===== src/source/tcm_bus_pkg.sv =====
// Bus widths and the address union shared by the TCM blocks
package tcm_bus_pkg;

    // ------------------------------------------------------------------------
    //  Widths
    // ------------------------------------------------------------------------
    localparam int unsigned DATA_W   = 32;
    localparam int unsigned ADDR_W   = 32;
    localparam int unsigned STRB_W   = DATA_W / 8;
    localparam int unsigned OFFSET_W = $clog2(STRB_W);
    localparam int unsigned INDEX_W  = 10;
    // Remaining upper bits pick the region
    localparam int unsigned TAG_W    = ADDR_W - INDEX_W - OFFSET_W;

    // ------------------------------------------------------------------------
    //  Address views
    // ------------------------------------------------------------------------
    typedef struct packed {
        logic [TAG_W-1:0]    tag;
        logic [INDEX_W-1:0]  index;
        logic [OFFSET_W-1:0] offset;
    } tcm_addr_fields_t;

    // Same word seen as a byte address or as tag, word index and offset
    typedef union packed {
        logic [ADDR_W-1:0] flat;
        tcm_addr_fields_t  fields;
    } tcm_addr_u;

endpackage


===== src/source/fetch_arbiter.sv =====
// ITCM arbiter between core instruction fetch and external access
`timescale 1ns/100ps

module fetch_arbiter (
     input  logic                                clk_i
    ,input  logic                                arst_n_i
    // Core fetch, read only
    ,input  logic                                fetch_req_i
    ,input  tcm_bus_pkg::tcm_addr_u              fetch_addr_i
    ,output logic                                fetch_ack_o
    ,output logic [tcm_bus_pkg::DATA_W-1:0]      fetch_rdata_o
    // External side, whole words
    ,input  logic                                ext_req_i
    ,input  logic                                ext_we_i
    ,input  tcm_bus_pkg::tcm_addr_u              ext_addr_i
    ,input  logic [tcm_bus_pkg::DATA_W-1:0]      ext_wdata_i
    ,output logic                                ext_ack_o
    ,output logic [tcm_bus_pkg::DATA_W-1:0]      ext_rdata_o
    // ITCM macro
    ,output logic                                ram_en_o
    ,output logic                                ram_we_o
    ,output logic [tcm_bus_pkg::STRB_W-1:0]      ram_be_o
    ,output logic [tcm_bus_pkg::INDEX_W-1:0]     ram_index_o
    ,output logic [tcm_bus_pkg::DATA_W-1:0]      ram_wdata_o
    ,input  logic [tcm_bus_pkg::DATA_W-1:0]      ram_rdata_i
);

    logic ext_gnt;
    logic fetch_busy_q;
    logic ext_busy_q;

    // ------------------------------------------------------------------------
    //  Grant
    // ------------------------------------------------------------------------
    // Fetch always wins, external waits for a free cycle with no ack pending
    assign ext_gnt = ext_req_i && !fetch_req_i && !ext_busy_q;

    assign ram_en_o    = fetch_req_i || ext_gnt;
    assign ram_we_o    = ext_gnt && ext_we_i;
    assign ram_be_o    = {tcm_bus_pkg::STRB_W{ext_gnt && ext_we_i}};
    assign ram_index_o = fetch_req_i ? fetch_addr_i.fields.index : ext_addr_i.fields.index;
    assign ram_wdata_o = ext_wdata_i;

    // ------------------------------------------------------------------------
    //  In-flight flags
    // ------------------------------------------------------------------------
    always_ff @(posedge clk_i or negedge arst_n_i) begin
        if (!arst_n_i) begin
            fetch_busy_q <= 1'b0;
            ext_busy_q   <= 1'b0;
        end else begin
            fetch_busy_q <= fetch_req_i;
            ext_busy_q   <= ext_gnt;
        end
    end

    // Ack together with the RAM output
    assign fetch_ack_o   = fetch_busy_q;
    assign fetch_rdata_o = fetch_busy_q ? ram_rdata_i : '0;
    assign ext_ack_o     = ext_busy_q;
    assign ext_rdata_o   = ext_busy_q ? ram_rdata_i : '0;

endmodule


===== config.mk =====
export PLATFORM = sky130hd
export DESIGN_NAME = fetch_arbiter
export DESIGN_NICKNAME = d
export VERILOG_FILES = /design/src/source/tcm_bus_pkg.sv /design/src/source/fetch_arbiter.sv
export SDC_FILE = /design/constraint.sdc
export NUM_CORES = 1
export LEC_CHECK = 0
export BUFFER_PORTS_ARGS = -buffer_cell sky130_fd_sc_hd__buf_2
export CAP_MARGIN = 25
export CORE_AREA = 5 5 92 94
export DETAILED_ROUTE_END_ITERATION = 6
export DIE_AREA = 0 0 97 99
export HOLD_SLACK_MARGIN = 0.12
export SLEW_MARGIN = 20
export SYNTH_ARGS = -nofsm -noshare
export SYNTH_HDL_FRONTEND = slang
export SYNTH_SLANG_ARGS = --single-unit

===== constraint.sdc =====
create_clock -name clk_i -period 2.5 [get_ports clk_i]
set_clock_uncertainty 0.05 [all_clocks]
set_input_delay 0.125 -clock clk_i [delete_from_list [all_inputs] [get_ports clk_i]]
set_output_delay 0.125 -clock clk_i [all_outputs]
set_load 0.05 [all_outputs]

==> impl_results.md, run 1 <==
- Post-route ant nets: 0
- Fmax: 0.567 GHz
- Clock Sinks: 2
- Syn avg cell area: 7.49 µm²
- Clk buf depth: 2
- Final WL: 3580 µm
- Fin crit share: 70.6%
- Share of cells above drive strength 1: 68.6%
- Routed vias/inst: 3.53
- Syn Inst Count: 123
- Grt total ovfl: 0
- Antenna violations before repair: 0
- Final std cell area, no fill: 1500 µm²
- Vias in the first global route: 1151
- Slowest stage delay, CP: 0.88 ns
- CP Capture Type: output pin
- Syn Std Cell Area: 921 µm²
- H-tree depth: 1
- Final hold viol count: 0
- IO Count: 247
- Hold Crit Class: primary input to async pin
- Initial Utilization: 12.2%
- Pwr dens: 389 nW/µm²
- Dpl hpwl: 3020 µm
- Gr usage total: 6.62%
- Sequential share of the synthesized area: 5.43%
- #FFs+latches synth: 2
- Synth Net Count: 256
- Largest net degree at the start of global routing: 34
- Initial DRC count: 18
- Die height: 99 µm
- PortBufs: 138
- Unrepaired setup endpoints after global routing: no
- Wire length per cell: 11.0 µm
- Area growth, synth to finish: 62.4%
- Num rows: 32
- CTS root buffer: clkbuf_8
- Worst-path cell chain: and2_1 > buf_2
- Actual slew at the worst max-slew pin: 0.848 ns
- MaxCap Viol Count: 0
- CTS tree: yes
- Total CTS buffers: 3
- Pre-Repair DR Iteration Count: 2
- Slowest-stage cell, CP: dfrtp_1
- Nets: 358
- Final GP Congestion: 0.727
- # setup viols final: 0
- ANT cells: 0
- Commonest non-fill, non-tap cells in the layout: 138 x buf_2, 64 x and2_1, 7 x mux2_4
- Most common cell after layout, fill and taps aside: buf_2
- Post-layout min period: 1.76 ns
- Post-CTS resize count: 0
- Die area: 9600 µm²
- Max IR drop VDD: 245 µV
- CP Max Fanout: 33
- Post-route DRC: 0
- Final Slew Violations: 0
- Static leakage: 0.000932 µW
- Design Power: 582 µW
- DR vias: 1146
- Synth warn: 0
- Core area: 7570 µm²
- Rel. slew slack: 43.5%
- Die width: 97 µm
- Startpoint Class: register
- Placed Area: 1440 µm²
- Worst-path clk slew: 0.03 ns
- First-pass GRT wire length: 5400 µm
- WS Path Type: register to output pin
- Total Neg Setup Slack: 0 ns
- Required time of the critical path: 2.33 ns
- Clock latency on the worst-skew pair: 0.21 ns
- Critical Path AT: 1.59 ns
- Synth unique cells: 11
- Status: completed
[power breakdown]
part           internal, µW  leakage, µW  switching (µW)
sequential             34.2    0.0000248            6.81
combinational           116     0.000886             298
clock                   102    0.0000216            25.2
total                   252     0.000932             330
[critical path: cells and delay by family, from the launching register on]
family | cells | cell delay (ns)
buf+inv | 1 | 0.26
flops | 1 | 0.88
simple gates | 1 | 0.23
[per-stage QoR]
| step | hold WS, ns | std cells | util, % | setup slack [ns] |
|---|---|---|---|---|
| 3_5_place_dp | -0.134 | 321 | 19.1 | 0.923 |
| 4_1_cts | 0.175 | 325 | 19.8 | 0.698 |
| 6_report | 0.176 | 325 | 19.8 | 0.735 |
| 2_1_floorplan | -0.221 | 123 | - | 0.341 |
| 5_1_grt | 0.180 | 325 | 19.8 | 0.575 |
| 3_3_place_gp | -0.132 | 321 | 19.1 | 0.966 |
[state kept, by name, indices dropped and copies added (netlist names)]
| register | count |
|---|---|
| ext_ack_o | 1 |
| fetch_ack_o | 1 |
[layer usage]
layer	vias to the layer above	share of wire, %	track usage (%)
met5	-	0	0
li1	539	-	-
met4	0	0.53	2.38
met3	6	15	2.97
met1	506	33	6.19
met2	95	51	12.7
[worst paths after layout]
check,startpoint,to,slack [ns],depth (start not counted)
max,fetch_ack_o,fetch_rdata_o[21],0.74,2
min,arst_n_i,fetch_ack_o,0.18,2
max reg2reg,ext_ack_o,ext_ack_o,1.72,2
min reg2reg,ext_ack_o,ext_ack_o,0.55,2
max in group asynchronous,arst_n_i,ext_ack_o,2.13,2
min in group clk_i,fetch_req_i,fetch_ack_o,0.18,1
[cells by family after synthesis]
| family | share of synthesized area [%] |
|---|---|
| muxes | 15.1 |
| buffers and inverters | 33.4 |
| DFF | 5.43 |
| and+or+nand+nor | 46.1 |
[what timing repair did]
action,in CTS,in global routing
setup buffers,0,0
hold buffers,1,0
setup endpoints to repair,0,0
hold endpoints to repair,2,0
[Yosys cell counts]
cell type	number	area, µm²
mux2_4	7	105
nor2_1	1	3.75
buf_4	36	270
nand2b_1	2	12.5
dfrtp_1	2	50.1
nor3b_1	1	7.51
mux2_2	3	33.8
and2_1	64	400
buf_2	3	15.0
buf_6	1	11.3
clkbuf_1	3	11.3
[area by class of cell]
class                      instances  area, µm²
multi-input combinational         78        568
timing repair buffer             140        708
clock buffer                       3       41.3
sequential                         2       50.0
fill                             856       6070
tap                              102        128
Note: power is estimated with default switching activity, not from simulation.
==> run 2, diff against run 1 <==
==> constraint.sdc (replaced) <==
create_clock -name clk_i -period 1.55 [get_ports clk_i]
set_clock_uncertainty 0.05 [all_clocks]
set_input_delay 0.0775 -clock clk_i [delete_from_list [all_inputs] [get_ports clk_i]]
set_output_delay 0.0775 -clock clk_i [all_outputs]
set_load 0.05 [all_outputs]
==> run 2 against run 1 <==
Effect of this change: cell area rose by 25%; non-clock buffer count rose by 34; sequential power increased by 39%; flip-flop and latch count stayed put; clock power increased by 69%; clock-buffer cell count is 1 higher; worst hold slack lost 0.037 ns; first-iteration DRC count did not move; worst setup slack got worse by 0.65 ns; total power up 100%.
==> impl_results.md, run 2 (same netlist as run 1, synthesis figures left out) <==
- Switch Pwr: 709 µW (was 330 µW)
- Post-route DRC: 0 (unchanged)
- Share of cells above drive strength 1: 60.5% (was 68.6%)
- CP Capture Type: output pin (unchanged)
- Antenna violations before repair: 0 (unchanged)
- Startpoint Class: primary input (was register)
- CTS root buffer: clkbuf_8 (unchanged)
- GRT busiest layer: met2 (unchanged)
- Initial DRC count: 18 (unchanged)
- Actual slew at the worst max-slew pin: 0.527 ns (was 0.848 ns)
- IO Count: 247 (unchanged)
- FF-to-FF End: ext_ack_o (unchanged)
- Clock latency on the worst-skew pair: 0.21 ns (about the same)
- Clk buf depth: 2 (unchanged)
- Wire length per cell: 11.7 µm (was 11.0 µm)
- Design Power: 1190 µW (was 582 µW)
- # setup viols final: 0 (unchanged)
- M1 GR Usage: 7.74% (was 6.19%)
- Clock power share: 18.0% (was 21.8%)
- DR vias: 1242 (was 1146)
- Final WL: 4200 µm (was 3580 µm)
- Pwr dens: 638 nW/µm² (was 389 nW/µm²)
- Die area: 9600 µm² (unchanged)
- Core area: 7570 µm² (unchanged)
- Placed Area: 1470 µm² (was 1440 µm²)
- Largest delay share family, worst path: buffers and inverters (was flip-flops)
- Final std cell area, no fill: 1860 µm² (was 1500 µm²)
- Clock Sinks: 2 (unchanged)
- Worst slack, placed: 0.287 ns (was 0.923 ns)
- Die width: 97 µm (unchanged)
- Post-layout min period: 1.47 ns
- CP Max Fanout: 5 (was 33)
- Area growth, synth to finish: 102% (was 62.4%)
- CTS tree: yes (unchanged)
- Multi-input gate area: 582 µm² (was 568 µm²)
- Dpl hpwl: 3140 µm (was 3020 µm)
- Post-CTS Setup Bufs: 0 (unchanged)
- Met2 usage: 14.8% (was 12.7%)
- Initial Utilization: 12.2% (unchanged)
- WS Path Type: primary input to output pin (was register to output pin)
- Routed vias/inst: 3.45 (was 3.53)
- Reg power frac: 4.8% (was 7.0%)
- Largest net degree at the start of global routing: 34 (unchanged)
- Max IR drop VDD: 420 µV (was 245 µV)
- Vias in the first global route: 1314 (was 1151)
- Switch share: 59.6% (was 56.7%)
- FILL cells: 850 (was 856)
- Hold Crit Class: primary input to async pin (unchanged)
- H-tree depth: 1 (unchanged)
- Post-Place Cells: 322 (was 321)
- Final Slew Violations: 0 (unchanged)
- First-pass GRT wire length: 6210 µm (was 5400 µm)
- Fin crit share: 94.8%
- Slowest-stage cell, CP: dlygate4sd3_1 (was dfrtp_1)
- Reg2reg setup slack: 0.76 ns (was 1.72 ns)
- Most common cell after layout, fill and taps aside: buf_2 (unchanged)
- Total internal power: 481 µW (was 252 µW)
- Final hold viol count: 0 (unchanged)
- Rel. slew slack: 64.8% (was 43.5%)
- Final GP Congestion: 0.740 (was 0.727)
- PortBufs: 138 (unchanged)
- FF/Latch Area: 51.3 µm² (was 50.0 µm²)
- Unrepaired setup endpoints after global routing: yes (was no)
- Nets: 392 (was 358)
- Die height: 99 µm (unchanged)
- Slowest stage delay, CP: 0.51 ns (was 0.88 ns)
- Worst r2r src: ext_ack_o (unchanged)
- Commonest non-fill, non-tap cells in the layout: 133 x buf_2, 64 x and2_1, 34 x dlygate4sd3_1 (was 138 x buf_2, 64 x and2_1, 7 x mux2_4)
- FF-to-FF path depth: 2 (unchanged)
- Status: completed (unchanged)
- Grt total ovfl: 0 (unchanged)
- Total CTS buffers: 3 (unchanged)
- Required time of the critical path: 1.42 ns (was 2.33 ns)
- Gr usage total: 7.55% (was 6.62%)
- MaxCap Viol Count: 0 (unchanged)
- Pre-Repair DR Iteration Count: 4 (was 2)
- Worst-path clk slew: 0.03 ns (about the same)
- Static leakage: 0.00108 µW (was 0.000932 µW)
- Worst-path cell chain: dlygate4sd3_1 > buf_2 > nand2b_4 > nor3b_4 > clkbuf_4 (was and2_1 > buf_2)
- Num rows: 32 (unchanged)
- Fmax: 0.681 GHz
- Setup ws final: 0.0813 ns (was 0.735 ns)
- ANT cells: 0 (unchanged)
- Combinational group share of total power: 77.2% (was 71.1%)
- Final hold slack: 0.139 ns (was 0.176 ns)
- Cell Count, Final, Fillers Out: 360 (was 325)
- Post-route ant nets: 0 (unchanged)
- Grt met3 use: 2.83% (was 2.97%)
- Buf/Inv on CP: 3 (was 1)
- Critical Path AT: 1.34 ns (was 1.59 ns)
-- run 2: metal layers --
metal	routed length [µm]	vias up	share of wire, %
li1	-	607	-
met1	1410	530	34
met2	2270	105	54
met3	517	0	12
met4	0	0	0
met5	0	-	0
-- run 2: what timing repair did --
item	CTS	global route
endpoints found under the hold margin	35	0
hold buffers	34	0
setup endpoints to repair	0	5
gates resized for setup	0	5
-- run 2: how the worst max path moves through the flow --
stage,from,end,slack [ns],cells after the start
after floorplan,ext_ack_o,ram_be_o[0],-0.16,3
after global placement,ext_ack_o,ram_we_o,0.30,3
after detailed placement,ext_ack_o,ram_be_o[2],0.29,3
after CTS,ext_req_i,ram_be_o[2],0.05,5
after global routing,ext_req_i,ram_we_o,-0.02,5
final,ext_req_i,ram_be_o[2],0.08,5
-- run 2: final cells by class --
type | instances | share of cell area (%)
Tap cell | 102 | 6.85
Timing Repair Buffer | 174 | 56.8
Sequential cell | 2 | 2.75
Multi-Input combinational cell | 78 | 31.2
Clock buffer | 4 | 2.42
-- run 2: power groups by stage --
stage / Clock [µW] / Combinational [µW] / Sequential (µW)
5_1_grt: 232 / 959 / 57.3
3_3_place_gp: 0 / 683 / 57.3
3_5_place_dp: 0 / 691 / 57.5
6_report: 214 / 919 / 56.8
4_1_cts: 219 / 924 / 57.1
2_1_floorplan: 0 / 721 / 69.1
-- run 2: metrics by stage --
stage / utilization, % / TNS [ns]
finish: 24.6 / 0
global placement: 19.4 / 0
floorplan: - / -0.628
detailed placement: 19.4 / 0
global route: 24.6 / -0.100
CTS: 24.5 / 0
