File: config.mk
export PLATFORM = sky130hd
export DESIGN_NAME = data_arbiter
export DESIGN_NICKNAME = d
export VERILOG_FILES = /design/src/source/tcm_bus_pkg.sv /design/src/source/data_arbiter.sv
export SDC_FILE = /design/constraint.sdc
export NUM_CORES = 1
export LEC_CHECK = 0
export BUFFER_PORTS_ARGS = -buffer_cell sky130_fd_sc_hd__clkbuf_2
export CAP_MARGIN = 20
export CELL_PAD_IN_SITES_DETAIL_PLACEMENT = 1
export CELL_PAD_IN_SITES_GLOBAL_PLACEMENT = 1
export CORE_ASPECT_RATIO = 0.9
export CORE_MARGIN = 5
export CORE_UTILIZATION = 13
export DETAILED_ROUTE_END_ITERATION = 6
export HOLD_SLACK_MARGIN = 0.03
export PLACE_DENSITY = 0.84
export SLEW_MARGIN = 25
export SYNTH_ARGS = -nofsm -noshare
export SYNTH_HDL_FRONTEND = slang
export SYNTH_SLANG_ARGS = --single-unit
File: constraint.sdc
create_clock -name clk_i -period 1.06 [get_ports clk_i]
set_clock_uncertainty 0.1 [all_clocks]
set_input_delay 0.053 -clock clk_i [delete_from_list [all_inputs] [get_ports clk_i]]
set_output_delay 0.053 -clock clk_i [all_outputs]
set_load 0.02 [all_outputs]
File: src/source/tcm_bus_pkg.sv
// Bus widths and the address union shared by the TCM blocks
package tcm_bus_pkg;

    // ------------------------------------------------------------------------
    //  Widths
    // ------------------------------------------------------------------------
    localparam int unsigned DATA_W   = 32;
    localparam int unsigned ADDR_W   = 32;
    localparam int unsigned STRB_W   = DATA_W / 8;
    localparam int unsigned OFFSET_W = $clog2(STRB_W);
    localparam int unsigned INDEX_W  = 10;
    // Remaining upper bits pick the region
    localparam int unsigned TAG_W    = ADDR_W - INDEX_W - OFFSET_W;

    // ------------------------------------------------------------------------
    //  Address views
    // ------------------------------------------------------------------------
    typedef struct packed {
        logic [TAG_W-1:0]    tag;
        logic [INDEX_W-1:0]  index;
        logic [OFFSET_W-1:0] offset;
    } tcm_addr_fields_t;

    // Same word seen as a byte address or as tag, word index and offset
    typedef union packed {
        logic [ADDR_W-1:0] flat;
        tcm_addr_fields_t  fields;
    } tcm_addr_u;

endpackage

File: src/source/data_arbiter.sv
// DTCM arbiter between core load/store and external access
`timescale 1ns/100ps

module data_arbiter (
     input  logic                                clk_i
    ,input  logic                                arst_n_i
    // Core load/store with byte strobes
    ,input  logic                                data_req_i
    ,input  logic                                data_we_i
    ,input  tcm_bus_pkg::tcm_addr_u              data_addr_i
    ,input  logic [tcm_bus_pkg::DATA_W-1:0]      data_wdata_i
    ,input  logic [tcm_bus_pkg::STRB_W-1:0]      data_strb_i
    ,output logic                                data_ack_o
    ,output logic [tcm_bus_pkg::DATA_W-1:0]      data_rdata_o
    // External side, whole words
    ,input  logic                                ext_req_i
    ,input  logic                                ext_we_i
    ,input  tcm_bus_pkg::tcm_addr_u              ext_addr_i
    ,input  logic [tcm_bus_pkg::DATA_W-1:0]      ext_wdata_i
    ,output logic                                ext_ack_o
    ,output logic [tcm_bus_pkg::DATA_W-1:0]      ext_rdata_o
    // DTCM macro
    ,output logic                                ram_en_o
    ,output logic                                ram_we_o
    ,output logic [tcm_bus_pkg::STRB_W-1:0]      ram_be_o
    ,output logic [tcm_bus_pkg::INDEX_W-1:0]     ram_index_o
    ,output logic [tcm_bus_pkg::DATA_W-1:0]      ram_wdata_o
    ,input  logic [tcm_bus_pkg::DATA_W-1:0]      ram_rdata_i
);

    logic ext_gnt;
    logic data_busy_q;
    logic ext_busy_q;

    // ------------------------------------------------------------------------
    //  Grant and RAM steering
    // ------------------------------------------------------------------------
    // Core has priority in the cycle it asks
    assign ext_gnt = ext_req_i && !data_req_i && !ext_busy_q;

    always_comb begin
        ram_en_o = data_req_i || ext_gnt;
        if (data_req_i) begin
            ram_we_o    = data_we_i;
            ram_be_o    = data_strb_i;
            ram_index_o = data_addr_i.fields.index;
            ram_wdata_o = data_wdata_i;
        end else begin
            // External writes cover the whole word
            ram_we_o    = ext_gnt && ext_we_i;
            ram_be_o    = '1;
            ram_index_o = ext_addr_i.fields.index;
            ram_wdata_o = ext_wdata_i;
        end
    end

    // ------------------------------------------------------------------------
    //  In-flight flags
    // ------------------------------------------------------------------------
    always_ff @(posedge clk_i or negedge arst_n_i) begin
        if (!arst_n_i) begin
            data_busy_q <= 1'b0;
            ext_busy_q  <= 1'b0;
        end else begin
            data_busy_q <= data_req_i;
            ext_busy_q  <= ext_gnt;
        end
    end

    assign data_ack_o   = data_busy_q;
    assign data_rdata_o = data_busy_q ? ram_rdata_i : '0;
    assign ext_ack_o    = ext_busy_q;
    assign ext_rdata_o  = ext_busy_q ? ram_rdata_i : '0;

endmodule

==> results of run 1 <==
-- registers in the layout (all words and copies together), names as in the netlist --
name	cells
ext_ack_o	1
data_ack_o	1
-- worst reg2reg max path: stages (launching register included) --
cell	delay [ps]
dfrtp_2	450
nand2b_4	190
nor2_1	90
-- report_power, final --
part	internal [mW]	switching [mW]	total [mW]	leakage, nW
combinational	0.742	0.710	1.45	1.77
sequential	0.0828	0.00841	0.0912	0.0225
clock	0.239	0.0512	0.291	0.0216
total	1.06	0.770	1.83	1.81
-- worst min-delay path by stage --
stage,endpoint,slack (ps),cells past startpoint
floorplan,data_ack_o$_DFF_PN0_,-340,0
global placement,data_ack_o$_DFF_PN0_,-260,1
detailed placement,ext_ack_o$_DFF_PN0_,-250,1
CTS,ext_ack_o$_DFF_PN0_,1,3
global route,ext_ack_o$_DFF_PN0_,40,3
finish,ext_ack_o$_DFF_PN0_,30,3
-- routing by layer --
layer	vias up	wire, µm	GRT usage [%]
met5	-	0	0
met4	0	34	1.66
met3	2	390	1.51
met2	73	4660	22.3
met1	895	2890	12.6
li1	909	-	-
-- what timing repair did --
item                                    in CTS  in global routing
pin swaps                                    1                  0
cloned                                       2                  2
hold buffers                                 1                  0
endpoints found under the setup margin     105                 74
hold endpoints to repair                     3                  0
buffers inserted                             2                  0
gates resized for setup                     28                106
-- Yosys cell counts --
| library cell | n |
|---|---|
| buf_12 | 3 |
| o21ai_1 | 1 |
| nand2_1 | 1 |
| dfrtp_1 | 2 |
| nand2b_1 | 7 |
| nor2_1 | 1 |
| buf_8 | 1 |
| clkbuf_1 | 6 |
| mux2_4 | 42 |
| and2_1 | 64 |
| buf_6 | 2 |
-- cell type report --
class	count	area, µm²	share of cell area, %
multi-input cells	116	1160	38.5
repair buffers	251	1600	53.1
well taps	126	158	5.23
flip-flops and latches	2	55.1	1.83
clock buffers	3	41.3	1.37
-- logic make-up after synthesis --
family / count (synthesis) / share of synthesized area [%]
AND/OR/NAND/NOR: 73 / 35.9
multiplexers: 42 / 50.1
flip-flops: 2 / 3.98
AO/OA/AOI/OAI: 1 / 0.398
buffers and inverters: 12 / 9.55
-- through the flow --
| step | setup TNS [ps] | util (%) |
|---|---|---|
| floorplan | -0.618 | - |
| global route | -17350 | 31.5 |
| CTS | -13630 | 29.2 |
| global placement | -2760 | 26.6 |
| finish | -14800 | 31.5 |
| detailed placement | -4790 | 26.6 |
==> flow_summary_export.csv, run 1 <==
group,metric,value,unit
status,status,"finished, violations left",
status,violations,"negative setup slack",
synthesis,synth_cell_types,11,
critical_path,path_max_fanout,17,
sta,grt_setup_unrepaired,"true",
critical_path,regToRegStartpoint,"ext_ack_o$_DFF_PN0_",
critical_path,critical-path-top-delay-family,"flip-flops",
synthesis,yosysTopAreaCell,"mux2_4",
cts,htreeDepth,1,
critical_path,rr_worst_depth,2,
cts,path_clk_slew,30,ps
critical_path,critPathSlowestCell,"dfrtp_4",
synthesis,yosys-top-cells-area,"mux2_4 (50%), and2_1 (32%), buf_12 (4.8%), dfrtp_1 (4.0%), nand2b_1 (3.5%)",
pwr,ir_drop,0.300,mV
critical_path,r2r-end,"ext_ack_o$_DFF_PN0_",
synthesis,synth.avg_cell_area,9.67,µm²
cells_and_area,fin_cells,498,
routing,avgViaCountPerCell,3.77,
critical_path,cp.buffers_inverters,2,
routing,first_pass_iters,4,
sta,period_needed,1320,ps
sta,worstMarginPinSlew,169,ps
global_routing,track_usage,11.1,%
critical_path,critPathLaunchType,"flop",
cells_and_area,antenna_cells,0,
synthesis,syn_inst,130,
synthesis,netlist_area,1260,µm²
placed_design,gp_congestion,0.731,
pwr,fin_total_pwr,1.83,mW
synthesis,ys_seq_area_share,3.98,%
global_routing,gr-total-overflow,0,
global_routing,antenna_found_initial,0,
critical_path,end_kind,"output pin",
cells_and_area,final_cell_mix,"clkbuf_2 (188), mux2_4 (42), and2_1 (42)",
critical_path,crit_chain,"buf_12, and2_1, buf_2",
run,maxCapViolCount,0,
routing,drc_errors,0,
critical_path,crit_path_start,"data_ack_o$_DFF_PN0_",
cts,cts_buffer_depth,2,
sta,setup_viol,68,
critical_path,crit_arrival,1170,ps
floorplanning,rows,34,
routing,wl_per_cell,16.0,µm
floorplanning,dieWidth,114,µm
cells_and_area,design_area,3010,µm²
placed_design,dpl-instance-area,2550,µm²
critical_path,critPathCapture,"data_rdata_o[12]",
global_routing,grt_pass1_vias,2032,
routing,dr.first_iter.drc_count,21,
critical_path,crit_required,910,ps
synthesis,synthesis.nets,300,
cts,clk_latency,210,ps
cts,numCtsBuffers,3,
worst_hold_path,hp-class,"primary input to flop",
cells_and_area,drive_above_1_share,86.6,%
routing,ant_nets,0,
sta,drv_slew,0,
cts,cts_tree,"done",
sta,fin_hold_ws,27.1,ps
synthesis,yosysWarnings,0,
synthesis,netlist.area_leader.share,50.1,%
cells_and_area,fillers,1203,
synthesis,ys_ff_latch,2,
cells_and_area,nNetsFinal,544,
pwr,leakagePower,1.81,nW
global_routing,grt_pass1_wl,10.4,mm
worst_hold_path,min_from,"ext_req_i",
global_routing,grt_max_degree,34,
critical_path,crit_type,"flop to output pin",
placed_design,port_buffers,239,
critical_path,reg2reg_slack,150,ps
routing,vias,1879,
floorplanning,core_area,9570,µm²
placed_design,dp_hpwl,6.58,mm
routing,drt_wl_total,7.98,mm
sta,final.period_utilization,125,%
critical_path,cp_slowest_stage_delay,490,ps
sta,fin_ws,-265,ps
pwr,powerDensity,609,nW/µm²
floorplanning,ios,284,
cts,clock-sinks,2,
cts,cts-root-buf,"clkbuf_8",
floorplanning,die_h,103,µm
critical_path,crit_cells,3,
floorplanning,die_area,11700,µm²
floorplanning,start_util,13.1,%
cells_and_area,final_common_cell,"clkbuf_2",
cells_and_area,syn_to_final_growth,140,%
sta,slew_headroom,88.8,%
placed_design,place_ws,-110,ps
placed_design,dp_cells,488,
sta,fmax,0.755,GHz
sta,hold_violations,0,
No activity file was read; power rests on OpenSTA's default activity.
==> inputs of run 2 (changes only) <==
==> constraint.sdc (replaced) <==
create_clock -name clk_i -period 1.06 [get_ports clk_i]
set_clock_uncertainty 0.1 [all_clocks]
set_input_delay 0.053 -clock clk_i [delete_from_list [all_inputs] [get_ports clk_i]]
set_output_delay 0.053 -clock clk_i [all_outputs]
set_load 0.01 [all_outputs]
==> run 2 against run 1 <==
Via count is 1.4% lower. Hold slack lost 15 ps. Clock power about the same. Register-to-register slack better by 100 ps. First-iteration DRC count down 19%. Critical path type unchanged. Die area stayed put. The run still ends with negative setup slack left.
==> flow_summary_export.csv, run 2 (synthesis results as in run 1) <==
group,metric,value,unit
status,status,"finished, violations left",
status,violations,"negative setup slack",
global_routing,grt_pass1_wl,10.3,mm
placed_design,port_buffers,239,
cells_and_area,nNetsFinal,540,
cells_and_area,drive_above_1_share,79.9,%
critical_path,critPathLaunchType,"flop",
sta,worstMarginPinSlew,127,ps
global_routing,antenna_found_initial,0,
cts,clk_latency,210,ps
floorplanning,die_h,103,µm
sta,period_needed,1210,ps
floorplanning,die_area,11700,µm²
pwr,ir_drop,0.288,mV
cts,cts_hold_buf,1,
routing,wl_met1,2.64,mm
sta,grt_setup_unrepaired,"true",
floorplanning,ios,284,
critical_path,end_kind,"output pin",
run,maxCapViolCount,0,
critical_path,cp.buffers_inverters,2,
routing,wl_per_cell,14.7,µm
critical_path,crit_arrival,1050,ps
cts,cts-root-buf,"clkbuf_8",
critical_path,critical-path-top-delay-family,"flip-flops",
cts,cts_tree,"done",
sta,hold_violations,0,
worst_hold_path,hp-class,"primary input to flop",
global_routing,grt_pass1_vias,1986,
cells_and_area,final_common_cell,"clkbuf_2",
cts,htreeDepth,1,
cells_and_area,syn_to_final_growth,116,%
cells_and_area,antenna_cells,0,
cts,cts_setup_buffers,0,
critical_path,critPathSlowestCell,"dfrtp_1",
critical_path,crit_type,"flop to output pin",
sta,final.period_utilization,114,%
floorplanning,dieWidth,114,µm
critical_path,crit_chain,"buf_12, and2_1, clkbuf_2",
placed_design,place_ws,-97.4,ps
routing,vias,1852,
sta,drv_slew,0,
sta,fin_ws,-148,ps
floorplanning,core_area,9570,µm²
floorplanning,start_util,13.1,%
critical_path,cp_slowest_stage_delay,380,ps
global_routing,track_usage,10.9,%
routing,ant_nets,0,
cells_and_area,final_cell_mix,"clkbuf_2 (230), and2_1 (63), mux2_4 (42)",
sta,fin_tns_setup,-8430,ps
critical_path,path_max_fanout,33,
routing,first_pass_iters,3,
routing,avgViaCountPerCell,3.75,
pwr,leakagePower,1.69,nW
routing,wl_met2,4.02,mm
global_routing,grt_max_degree,34,
placed_design,dp_hpwl,6.29,mm
global_routing,gr-total-overflow,0,
pwr,powerDensity,552,nW/µm²
sta,slew_headroom,91.6,%
routing,highest_layer,"met4",
cts,numCtsBuffers,3,
critical_path,crit_required,910,ps
routing,drc_errors,0,
sta,setup_viol,67,
routing,dr.first_iter.drc_count,17,
cts,cts_buffer_depth,2,
routing,wl_met3,576,µm
placed_design,gp_congestion,0.761,
floorplanning,rows,34,
sta,fmax,0.828,GHz
routing,drt_wl_total,7.29,mm
cts,path_clk_slew,30,ps
cts,clock-sinks,2,
==> run 2: cell count changes in the layout (fill, tap and decap cells not counted), sizes merged <==
cell / previous run / this run
buf: 58 / 15
clkbuf: 195 / 234
==> run 2: metal layers <==
metal	global-route usage, %	vias up
met3	1.80	4
li1	-	902
met2	21.1	95
met1	12.8	851
met4	2.22	0
met5	0	-
==> run 2: stage by stage <==
step                      hold WS, ps  total power, mW  utilization, %  cells  cell area, µm²
after detailed placement         -255             1.16            26.6    487            2550
after global routing             21.2             1.62            28.4    494            2720
after floorplan                  -343            0.633               -    130            1260
after global placement           -260             1.12            26.6    487            2550
final                            11.7             1.50            28.4    494            2720
after CTS                        6.50             1.53            28.4    494            2720
==> run 2: layout make-up <==
cell class / count / area (µm²)
Multi-Input combinational cell: 116 / 1100
Clock buffer: 3 / 41.3
Timing Repair Buffer: 247 / 1370
Fill cell: 1215 / 6860
Tap cell: 126 / 158
Sequential cell: 2 / 50.0
==> run 2: worst reg2reg max path: cells and delay by family, from the launching register on <==
kind | cells | cell delay [ps]
and+or+nand+nor | 2 | 250
DFF | 1 | 390
==> run 2: power by group <==
group | internal (mW) | switching (mW) | leakage [nW]
Combinational | 0.637 | 0.484 | 1.64
Clock | 0.240 | 0.0537 | 0.0216
Sequential | 0.0811 | 0.00367 | 0.0248
Total | 0.957 | 0.541 | 1.69
==> run 2: what timing repair did <==
item,4_1_cts,5_1_grt
resized for setup,11,8
gates cloned,3,0
hold endpoints to repair,3,1
pin swaps,1,0
setup endpoints to repair,109,68
==> run 2: final timing paths <==
| path | start | endpoint | slack (ps) | cells after the start |
|---|---|---|---|---|
| setup reg to reg | ext_ack_o$_DFF_PN0_ | ext_ack_o$_DFF_PN0_ | 250 | 2 |
| max in group asynchronous | arst_n_i | data_ack_o$_DFF_PN0_ | 690 | 2 |
| min in group asynchronous | arst_n_i | ext_ack_o$_DFF_PN0_ | 70 | 2 |
| setup / recovery | ext_ack_o$_DFF_PN0_ | ext_rdata_o[29] | -150 | 3 |
| hold reg to reg | ext_ack_o$_DFF_PN0_ | ext_ack_o$_DFF_PN0_ | 520 | 2 |
| hold / removal | ext_req_i | ext_ack_o$_DFF_PN0_ | 10 | 3 |
