--- config.mk ---
export PLATFORM = sky130hd
export DESIGN_NAME = ext_access_decoder
export DESIGN_NICKNAME = d
export VERILOG_FILES = /design/src/source/tcm_bus_pkg.sv /design/src/source/tcm_map_pkg.sv /design/src/source/ext_access_decoder.sv
export SDC_FILE = /design/constraint.sdc
export NUM_CORES = 1
export LEC_CHECK = 0
export BUFFER_PORTS_ARGS = -buffer_cell sky130_fd_sc_hd__buf_4
export CAP_MARGIN = 20
export CORE_MARGIN = 1.5
export CORE_UTILIZATION = 18
export DETAILED_ROUTE_END_ITERATION = 7
export MAX_ROUTING_LAYER = met4
export PLACE_DENSITY = 0.83
export SLEW_MARGIN = 20
export SYNTH_ARGS = -nofsm -noshare
export SYNTH_HDL_FRONTEND = slang
export SYNTH_SLANG_ARGS = --single-unit
--- constraint.sdc ---
create_clock -name clk_i -period 1.8 [get_ports clk_i]
set_input_delay 0.54 -clock clk_i [delete_from_list [all_inputs] [get_ports clk_i]]
set_output_delay 0.54 -clock clk_i [all_outputs]
set_load 0.01 [all_outputs]
--- src/source/tcm_bus_pkg.sv ---
// Bus widths and the address union shared by the TCM blocks
package tcm_bus_pkg;

    // ------------------------------------------------------------------------
    //  Widths
    // ------------------------------------------------------------------------
    localparam int unsigned DATA_W   = 32;
    localparam int unsigned ADDR_W   = 32;
    localparam int unsigned STRB_W   = DATA_W / 8;
    localparam int unsigned OFFSET_W = $clog2(STRB_W);
    localparam int unsigned INDEX_W  = 10;
    // Remaining upper bits pick the region
    localparam int unsigned TAG_W    = ADDR_W - INDEX_W - OFFSET_W;

    // ------------------------------------------------------------------------
    //  Address views
    // ------------------------------------------------------------------------
    typedef struct packed {
        logic [TAG_W-1:0]    tag;
        logic [INDEX_W-1:0]  index;
        logic [OFFSET_W-1:0] offset;
    } tcm_addr_fields_t;

    // Same word seen as a byte address or as tag, word index and offset
    typedef union packed {
        logic [ADDR_W-1:0] flat;
        tcm_addr_fields_t  fields;
    } tcm_addr_u;

endpackage

--- src/source/tcm_map_pkg.sv ---
// Address map of the ITCM and DTCM windows and the RAM geometry
package tcm_map_pkg;

    // ------------------------------------------------------------------------
    //  Windows
    // ------------------------------------------------------------------------
    localparam logic [tcm_bus_pkg::ADDR_W-1:0] ITCM_BASE = 32'h0000_0000;
    localparam logic [tcm_bus_pkg::ADDR_W-1:0] DTCM_BASE = 32'h0001_0000;

    // Bytes per window, identical for both RAMs
    localparam int unsigned TCM_SIZE  = 4096;

    // Words per RAM
    localparam int unsigned TCM_DEPTH = TCM_SIZE / tcm_bus_pkg::STRB_W;

    // ------------------------------------------------------------------------
    //  Region tags
    // ------------------------------------------------------------------------
    // Upper address bits of each base
    localparam logic [tcm_bus_pkg::TAG_W-1:0] ITCM_TAG =
        ITCM_BASE[tcm_bus_pkg::ADDR_W-1 -: tcm_bus_pkg::TAG_W];
    localparam logic [tcm_bus_pkg::TAG_W-1:0] DTCM_TAG =
        DTCM_BASE[tcm_bus_pkg::ADDR_W-1 -: tcm_bus_pkg::TAG_W];

endpackage

--- src/source/ext_access_decoder.sv ---
// External port decoder that steers to ITCM, DTCM or an error response
`timescale 1ns/100ps

module ext_access_decoder (
     input  logic                                clk_i
    ,input  logic                                arst_n_i
    // External request side
    ,input  logic                                ext_req_i
    ,input  tcm_bus_pkg::tcm_addr_u              ext_addr_i
    // Returns from the two arbiters
    ,input  logic                                itcm_ack_i
    ,input  logic [tcm_bus_pkg::DATA_W-1:0]      itcm_rdata_i
    ,input  logic                                dtcm_ack_i
    ,input  logic [tcm_bus_pkg::DATA_W-1:0]      dtcm_rdata_i
    // Steered requests
    ,output logic                                itcm_req_o
    ,output logic                                dtcm_req_o
    // Merged response
    ,output logic                                ext_ack_o
    ,output logic                                ext_error_o
    ,output logic [tcm_bus_pkg::DATA_W-1:0]      ext_rdata_o
);

    logic itcm_hit;
    logic dtcm_hit;
    logic addr_miss;
    logic err_ack_q;

    // ------------------------------------------------------------------------
    //  Window decode
    // ------------------------------------------------------------------------
    assign itcm_hit  = (ext_addr_i.fields.tag == tcm_map_pkg::ITCM_TAG);
    assign dtcm_hit  = (ext_addr_i.fields.tag == tcm_map_pkg::DTCM_TAG);
    assign addr_miss = !itcm_hit && !dtcm_hit;

    assign itcm_req_o = ext_req_i && itcm_hit;
    assign dtcm_req_o = ext_req_i && dtcm_hit;

    // ------------------------------------------------------------------------
    //  Error ack for addresses outside both windows
    // ------------------------------------------------------------------------
    // Request is still held in the ack cycle, so skip it there
    always_ff @(posedge clk_i or negedge arst_n_i) begin
        if (!arst_n_i) begin
            err_ack_q <= 1'b0;
        end else begin
            err_ack_q <= ext_req_i && addr_miss && !err_ack_q;
        end
    end

    // ------------------------------------------------------------------------
    //  Response merge
    // ------------------------------------------------------------------------
    assign ext_ack_o   = itcm_ack_i || dtcm_ack_i || err_ack_q;
    assign ext_error_o = err_ack_q;

    always_comb begin
        if (itcm_ack_i) begin
            ext_rdata_o = itcm_rdata_i;
        end else if (dtcm_ack_i) begin
            ext_rdata_o = dtcm_rdata_i;
        end else begin
            ext_rdata_o = '0;
        end
    end

endmodule

==> impl_metrics.toml, run 1 <==
[outcome]
status = "finished with violations"
violations = "negative setup slack"

[sta]
rsz0062_at_grt = "true"
slew_headroom = 0.860
timing.fmax_ghz = 0.520
setup_viol = 3
tns_ns = -0.241
finalHoldViolations = 0
worstMarginPinSlew_ns = 0.209
worst_slack_ns = -0.123
maxSlewViolCount = 0
fin_skew_ns = 0
period_minus_slack_ns = 1.92
finalCritPeriodShare = 1.07

[place]
io_buffers = 124
place.detailed.hpwl_um = 2460
postPlaceCellArea_um2 = 1380
gp_congestion = 0.698
pre_cts_slack_ns = -0.644

[setup_path]
regToRegStartpoint = "ext_error_o$_DFF_PN0_"
crit_path_max_fanout = 3
worstPathArrival_ns = 1.38
cp.required_ns = 1.26
startpoint_type = "input port"
cp-end-kind = "primary output"
path_class = "in2out"
cp-startpoint = "ext_addr_i[13]"

[finish]
nets = 288
finish.utilization = 0.743
synthToLayoutAreaGrowth_pct = 281
layout-drive-gt1-share = 0.784
largest_register_ffs = 1
diodes = 0
final_cell_area_um2 = 1690

[floorplan]
die_w_um = 52.7
die_area_um2 = 2770
core_area_um2 = 2280
fp.dieH_um = 52.7
initial_core_util = 0.195
rows = 17
pin_count = 137

[clock_network]
hold_buffers = 0
clk_pin_slew_worst_paths_ns = 0
clock_latency_ns = 0

[routing]
ant_nets = 0
drt_first_pass_iters = 4
wl_per_cell_um = 16.3
drc = 0
drt-initial-drc-count = 15
drt-total-wl_um = 3470
viasPerCell = 4.95
vias = 1055

[synth]
synth_cell_type_count = 14
yosysWarnings = 0
synthesis.area_per_instance_um2 = 7.79
synth_seq_cells = 1
synth_nets = 158
syn_inst = 57
ys_seq_area_frac = 0.0563
synth_area_um2 = 444

[pwr]
leakage_nw = 0.887
irDropWorstVdd_uv = 201
switching_share = 0.329
switching_power_w = 0.000150
p_int_w = 0.000305
powerDensity_nw_per_um2 = 269
p_seq_frac = 0.057
p_total_w = 0.000455
combPwrFrac = 0.943
pwr-share-clk = 0

[min_path]
min-delay-path-class = "in2async"

[global_route]
grtUsageTotal = 0.210
grt_max_degree = 18
antenna_found_initial = 0
first_global_vias = 956
grt_pass1_wl_um = 4300
overflow = 0

[run]
drv_cap = 0
logic make-up (layout without fill, tap and decap cells):
family,after synthesis,after routing,share of synthesized area
AO/OA/AOI/OAI,33,33,0.645
AND/OR/NAND/NOR,14,15,0.186
buffers and inverters,9,136,0.113
flip-flops,1,1,0.0563
cells in the final DEF, fill, tap and decap left out, drive strengths merged:
cell    count
buf       133
a22o       31
nor4        5
nand2       4
nor2b       2
inv         2
nor3        2
o21ai       1
nand3       1
o211a       1
or3         1
clkbuf      1
dfrtp       1
power by group through the flow:
stage                     sequential [W]  clock [W]  combinational, W
after floorplan                0.0000261          0          0.000114
after global placement         0.0000256          0          0.000345
after detailed placement       0.0000256          0          0.000351
after CTS                      0.0000256          0          0.000403
after global routing           0.0000259          0          0.000453
final                          0.0000259          0          0.000429
worst max-delay path: stages:
cell and delay (ns):
buf_6 0.10, nor4_4 0.27, nand2_2 0.10, nor4_2 0.21, buf_4 0.16
through the flow:
stage,hold slack (ns),std cells
finish,0.317,213
global route,0.322,213
CTS,0.318,214
detailed placement,0.318,203
global placement,0.317,203
floorplan,0.244,57
cell usage after synthesis:
| cell type | number | area (um2) |
|---|---|---|
| nor4_2 | 1 | 12.5 |
| dfrtp_1 | 1 | 25.0 |
| nand3_1 | 1 | 5.00 |
| a22o_1 | 31 | 272 |
| buf_4 | 3 | 22.5 |
| o21ai_0 | 1 | 5.00 |
| nor4_1 | 4 | 25.0 |
| nor3_1 | 2 | 10.0 |
| o211a_1 | 1 | 10.0 |
| nand2_1 | 4 | 15.0 |
| or3_1 | 1 | 6.26 |
| buf_2 | 4 | 20.0 |
| inv_1 | 2 | 7.51 |
| nor2b_2 | 1 | 8.76 |
final timing paths:
| path | endpoint | slack (ns) | cells past startpoint |
|---|---|---|---|
| hold / removal | ext_error_o$_DFF_PN0_ | 0.32 | 1 |
| min in group clk_i | ext_error_o$_DFF_PN0_ | 0.56 | 2 |
| max in group asynchronous | ext_error_o$_DFF_PN0_ | 1.40 | 1 |
| hold reg to reg | ext_error_o$_DFF_PN0_ | 0.56 | 2 |
| setup reg to reg | ext_error_o$_DFF_PN0_ | 1.17 | 2 |
| setup / recovery | itcm_req_o | -0.12 | 5 |
routing by layer:
layer	GRT usage	up-vias	routed length, um
met3	0.0200	6	293
met1	0.209	485	1070
met5	-	-	0
met4	0.0214	0	73
li1	-	502	-
met2	0.440	62	2030
repair_timing:
action	CTS	global route
cloned	3	1
endpoints found under the setup margin	34	33
pin swaps	4	6
setup buffers	8	0
resized for setup	21	16
cell type report:
cell class / count / area (um2)
Timing Repair Buffer: 134 / 1160
Multi-Input combinational cell: 48 / 465
Inverter: 2 / 7.51
Fill cell: 158 / 586
Sequential cell: 1 / 25.0
Tap cell: 28 / 35.0
(Power assumes the default switching activity.)
==> inputs of run 2 (changes only) <==
Settings changed: HOLD_SLACK_MARGIN from default to 0.15, SKIP_LAST_GASP from default to 1.
==> impl_metrics.toml, run 2 (synthesis results as in run 1) <==
[setup_path]
cp_top_family = "simple AND/OR/NAND/NOR gates"
cp.required_ns = 1.26
cp-startpoint = "ext_addr_i[13]"
path_class = "in2out"
crit_path_max_fanout = 3
path_buf_inv = 2
cpMaxStageDelayCell = "nor4_4"
crit_chain = "buf_6, nor4_4, nand2_2, nor4_2, buf_4"
regToRegStartpoint = "ext_error_o$_DFF_PN0_"
cp-endpoint = "itcm_req_o"
reg2reg_slack_ns = 1.17
startpoint_type = "input port"
cp_slowest_stage_delay_ns = 0.27
worstPathArrival_ns = 1.39
rr_worst_depth = 2
crit_cells = 5
worstReg2RegEnd = "ext_error_o$_DFF_PN0_"
cp-end-kind = "primary output"

[routing]
viasPerCell = 5.04
drt-total-wl_um = 3620
vias = 1084
drt-initial-drc-count = 27
wl_per_cell_um = 16.8
drt_first_pass_iters = 4
drc = 0
ant_nets = 0

[finish]
largest_register_ffs = 1
final_common_cell = "buf_4"
synthToLayoutAreaGrowth_pct = 282
layout-drive-gt1-share = 0.786
layout_common_cells = "117 x buf_4, 31 x a22o_1, 13 x buf_6"
diodes = 0
nets = 290

[sta]
finalHoldViolations = 0
maxSlewViolCount = 0
worstMarginPinSlew_ns = 0.210
rsz0062_at_grt = "true"
timing.fmax_ghz = 0.519
period_minus_slack_ns = 1.93
finalCritPeriodShare = 1.07
worst_slack_ns = -0.127
setup_viol = 5
slew_headroom = 0.859
fin_skew_ns = 0

[place]
place.detailed.hpwl_um = 2460
io_buffers = 124
gp_congestion = 0.698
pre_cts_slack_ns = -0.644

[floorplan]
pin_count = 137
die_area_um2 = 2770
fp.dieH_um = 52.7
core_area_um2 = 2280
rows = 17
initial_core_util = 0.195
die_w_um = 52.7

[min_path]
min-delay-path-class = "in2async"

[global_route]
grt_max_degree = 18
grtUsageTotal = 0.210
antenna_found_initial = 0
overflow = 0
first_global_vias = 956
grt_pass1_wl_um = 4300

[clock_network]
clk_pin_slew_worst_paths_ns = 0
clock_latency_ns = 0

[pwr]
powerDensity_nw_per_um2 = 269
leakage_nw = 0.892
p_total_w = 0.000458
irDropWorstVdd_uv = 203

[run]
drv_cap = 0

[outcome]
violations = "negative setup slack"
status = "finished with violations"
-- run 2: changes by cell type in the layout (fill, tap and decap cells not counted), sizes merged --
| cell | change |
|---|---|
| buf | +2 |
-- run 2: worst min path at each step --
stage / cells after the start / slack [ns] / end / start
after floorplan: 0 / 0.24 / ext_error_o$_DFF_PN0_ / arst_n_i
after global placement: 1 / 0.32 / ext_error_o$_DFF_PN0_ / arst_n_i
after detailed placement: 1 / 0.32 / ext_error_o$_DFF_PN0_ / arst_n_i
after CTS: 1 / 0.32 / ext_error_o$_DFF_PN0_ / arst_n_i
after global routing: 1 / 0.32 / ext_error_o$_DFF_PN0_ / arst_n_i
final: 1 / 0.32 / ext_error_o$_DFF_PN0_ / arst_n_i
-- run 2: routing by layer --
metal	vias to the layer above	track usage	share of wire
met5	-	-	0
met4	0	0.0299	0.011
met3	6	0.0200	0.090
met2	75	0.427	0.59
met1	497	0.216	0.30
li1	506	-	-
-- run 2: through the flow --
step | instances | hold WS, ns | area, um2 | utilization | TNS [ns]
floorplan | 57 | 0.244 | 444 | - | 0
global placement | 203 | 0.317 | 1380 | 0.604 | -18.29
detailed placement | 203 | 0.318 | 1380 | 0.604 | -19.86
CTS | 214 | 0.318 | 1600 | 0.704 | -0.840
global route | 215 | 0.322 | 1700 | 0.746 | -0.572
finish | 215 | 0.317 | 1700 | 0.746 | -0.333
-- run 2: worst reg2reg max path, stage by stage (launching register included) --
cell	delay, ns
dfrtp_1	0.38
inv_1	0.06
o211a_1	0.12
-- run 2: where the power goes --
group / internal, W / switching (W) / leakage (nW)
logic: 0.000281 / 0.000151 / 0.880
clock network: 0 / 0 / 0
registers: 0.0000244 / 0.00000136 / 0.0125
total: 0.000305 / 0.000152 / 0.892
-- run 2: timing repair --
item / in CTS / in global routing
cloned: 3 / 1
endpoints found under the setup margin: 34 / 33
buffers inserted: 8 / 0
resized for setup: 16 / 19
hold buffers: 0 / 0
pin swaps: 3 / 4
-- run 2: layout make-up --
type | instances | area (um2)
Timing Repair Buffer | 136 | 1160
Fill cell | 158 | 578
Multi-Input combinational cell | 48 | 465
Tap cell | 28 | 35.0
Sequential cell | 1 | 25.0
Inverter | 2 | 7.51
==> inputs of run 3 (changes only) <==
Settings changed: ABC_AREA from default to 1, CORE_UTILIZATION 18 to 24, PLACE_DENSITY 0.83 to 0.85, SKIP_LAST_GASP 1 to default.
==> impl_metrics.toml, run 3 <==
[setup_path]
worstPathArrival_ns = 1.31
crit_chain = "buf_4, nor2_4, nand2_2, nor2_4, nand2_1, nor3_2, buf_4"
crit_path_max_fanout = 2
cp_slowest_stage_delay_ns = 0.15
cp.required_ns = 1.26
cp-end-kind = "primary output"
startpoint_type = "input port"
cpMaxStageDelayCell = "buf_4"
path_class = "in2out"

[pwr]
leakage_nw = 1.04
irDropWorstVdd_uv = 182
switching_power_w = 0.000166
combPwrFrac = 0.942
switching_share = 0.373
p_int_w = 0.000279
p_seq_frac = 0.058
powerDensity_nw_per_um2 = 250
pwr-share-clk = 0

[sta]
maxSlewViolCount = 0
tns_ns = -0.0560
finalHoldViolations = 0
setup_viol = 2
period_minus_slack_ns = 1.85
slew_headroom = 0.888
worst_slack_ns = -0.0531
finalCritPeriodShare = 1.03
worstMarginPinSlew_ns = 0.167
rsz0062_at_grt = "true"
fin_skew_ns = 0
timing.fmax_ghz = 0.540

[floorplan]
pin_count = 137
rows = 18
core_area_um2 = 2540
die_area_um2 = 3070
initial_core_util = 0.259
die_w_um = 55.4
fp.dieH_um = 55.4

[synth]
synth_top_area_share = 0.416
synth_edf_count = 0
yosysWarnings = 0
synth_cell_type_count = 11
synth_seq_cells = 1
syn_inst = 142
synth_nets = 243
synth_top_cells_by_area = "nand2_1 42%, nand3_1 26%, nor2_1 8.0%"
yosysMostFrequentCell = "nand2_1"
ys_async_sr_fraction = 1.00
synth_ff_type = "dfrtp_1"
synthesis.area_per_instance_um2 = 4.63
synth_area_um2 = 658
ys_top_cells_by_count = "73 x nand2_1, 34 x nand3_1, 14 x nor2_1, 5 x buf_4, 4 x inv_1"
synth_area_leader_cell = "nand2_1"
ys_seq_area_frac = 0.0380

[routing]
drt-total-wl_um = 3210
vias = 1351
wl_per_cell_um = 10.9
drt-initial-drc-count = 110
drc = 0
ant_nets = 0
viasPerCell = 4.58
drt_first_pass_iters = 4

[run]
drv_cap = 0

[outcome]
status = "finished with violations"
violations = "negative setup slack"

[place]
io_buffers = 124
place.detailed.hpwl_um = 2440
gp_congestion = 0.778
pre_cts_slack_ns = -0.0425

[finish]
nets = 368
finish.utilization = 0.701
layout-drive-gt1-share = 0.577
multiInputGateArea_um2 = 613
synthToLayoutAreaGrowth_pct = 171
diodes = 0
fillers = 217
largest_register_ffs = 1
final_common_cell = "buf_4"
layout_common_cells = "122 x buf_4, 69 x nand2_1, 33 x nand3_1"
regArea_um2 = 25.0

[clock_network]
clock_latency_ns = 0
clk_pin_slew_worst_paths_ns = 0
hold_buffers = 0
post-cts-setup-buffer-count = 0

[global_route]
grt_max_degree = 18
antenna_found_initial = 0
grt_pass1_wl_um = 4830
first_global_vias = 1198
grtUsageTotal = 0.184
overflow = 0

[min_path]
min-delay-path-class = "in2async"
-- run 3: cell type report --
type | instances | share of cell area
sequential | 1 | 0.0140
tap | 30 | 0.0211
inverter | 5 | 0.0119
multi-input combinational | 125 | 0.344
timing repair buffer | 134 | 0.609
-- run 3: stage by stage --
step | cell area [um2] | hold WS [ns] | power (W) | cells
final | 1780 | 0.315 | 0.000445 | 295
after global routing | 1780 | 0.318 | 0.000482 | 295
after CTS | 1670 | 0.315 | 0.000421 | 295
after detailed placement | 1670 | 0.315 | 0.000418 | 295
after global placement | 1670 | 0.316 | 0.000413 | 295
after floorplan | 658 | 0.244 | 0.000162 | 142
-- run 3: power by group through the flow --
stage | clock network [W] | logic, W | registers [W]
finish | 0 | 0.000419 | 0.0000258
global route | 0 | 0.000456 | 0.0000258
CTS | 0 | 0.000395 | 0.0000257
detailed placement | 0 | 0.000392 | 0.0000256
global placement | 0 | 0.000387 | 0.0000257
floorplan | 0 | 0.000136 | 0.0000262
-- run 3: what timing repair did --
item                       in CTS  in global routing
resized for setup               3                 29
setup endpoints to repair       1                  2
pin swaps                       0                  8
-- run 3: logic make-up (layout without fill, tap and decap cells) --
kind of cell,after synthesis,after routing,synth area share
DFF,1,1,0.0380
and+or+nand+nor,125,125,0.798
buffers and inverters,16,139,0.163
-- run 3: layer usage --
layer | up-vias | wire length [um] | global-route usage
met3 | 2 | 354 | 0.0398
met4 | 0 | 8 | 0.00697
li1 | 693 | - | -
met5 | - | 0 | -
met2 | 87 | 1680 | 0.359
met1 | 569 | 1170 | 0.198
-- run 3: worst max-delay path, delay by kind of cell --
kind / cells / cell delay, ns
and+or+nand+nor: 5 / 0.48
buffers and inverters: 2 / 0.27
-- run 3: worst paths after layout --
| kind | start | to | slack, ns | cells after the start |
|---|---|---|---|---|
| max in group asynchronous | arst_n_i | ext_error_o$_DFF_PN0_ | 1.40 | 1 |
| min reg2reg | ext_error_o$_DFF_PN0_ | ext_error_o$_DFF_PN0_ | 0.58 | 3 |
| min | arst_n_i | ext_error_o$_DFF_PN0_ | 0.32 | 1 |
| max | ext_addr_i[21] | itcm_req_o | -0.05 | 7 |
| min in group clk_i | ext_error_o$_DFF_PN0_ | ext_error_o$_DFF_PN0_ | 0.58 | 3 |
| max reg2reg | ext_error_o$_DFF_PN0_ | ext_error_o$_DFF_PN0_ | 1.05 | 3 |
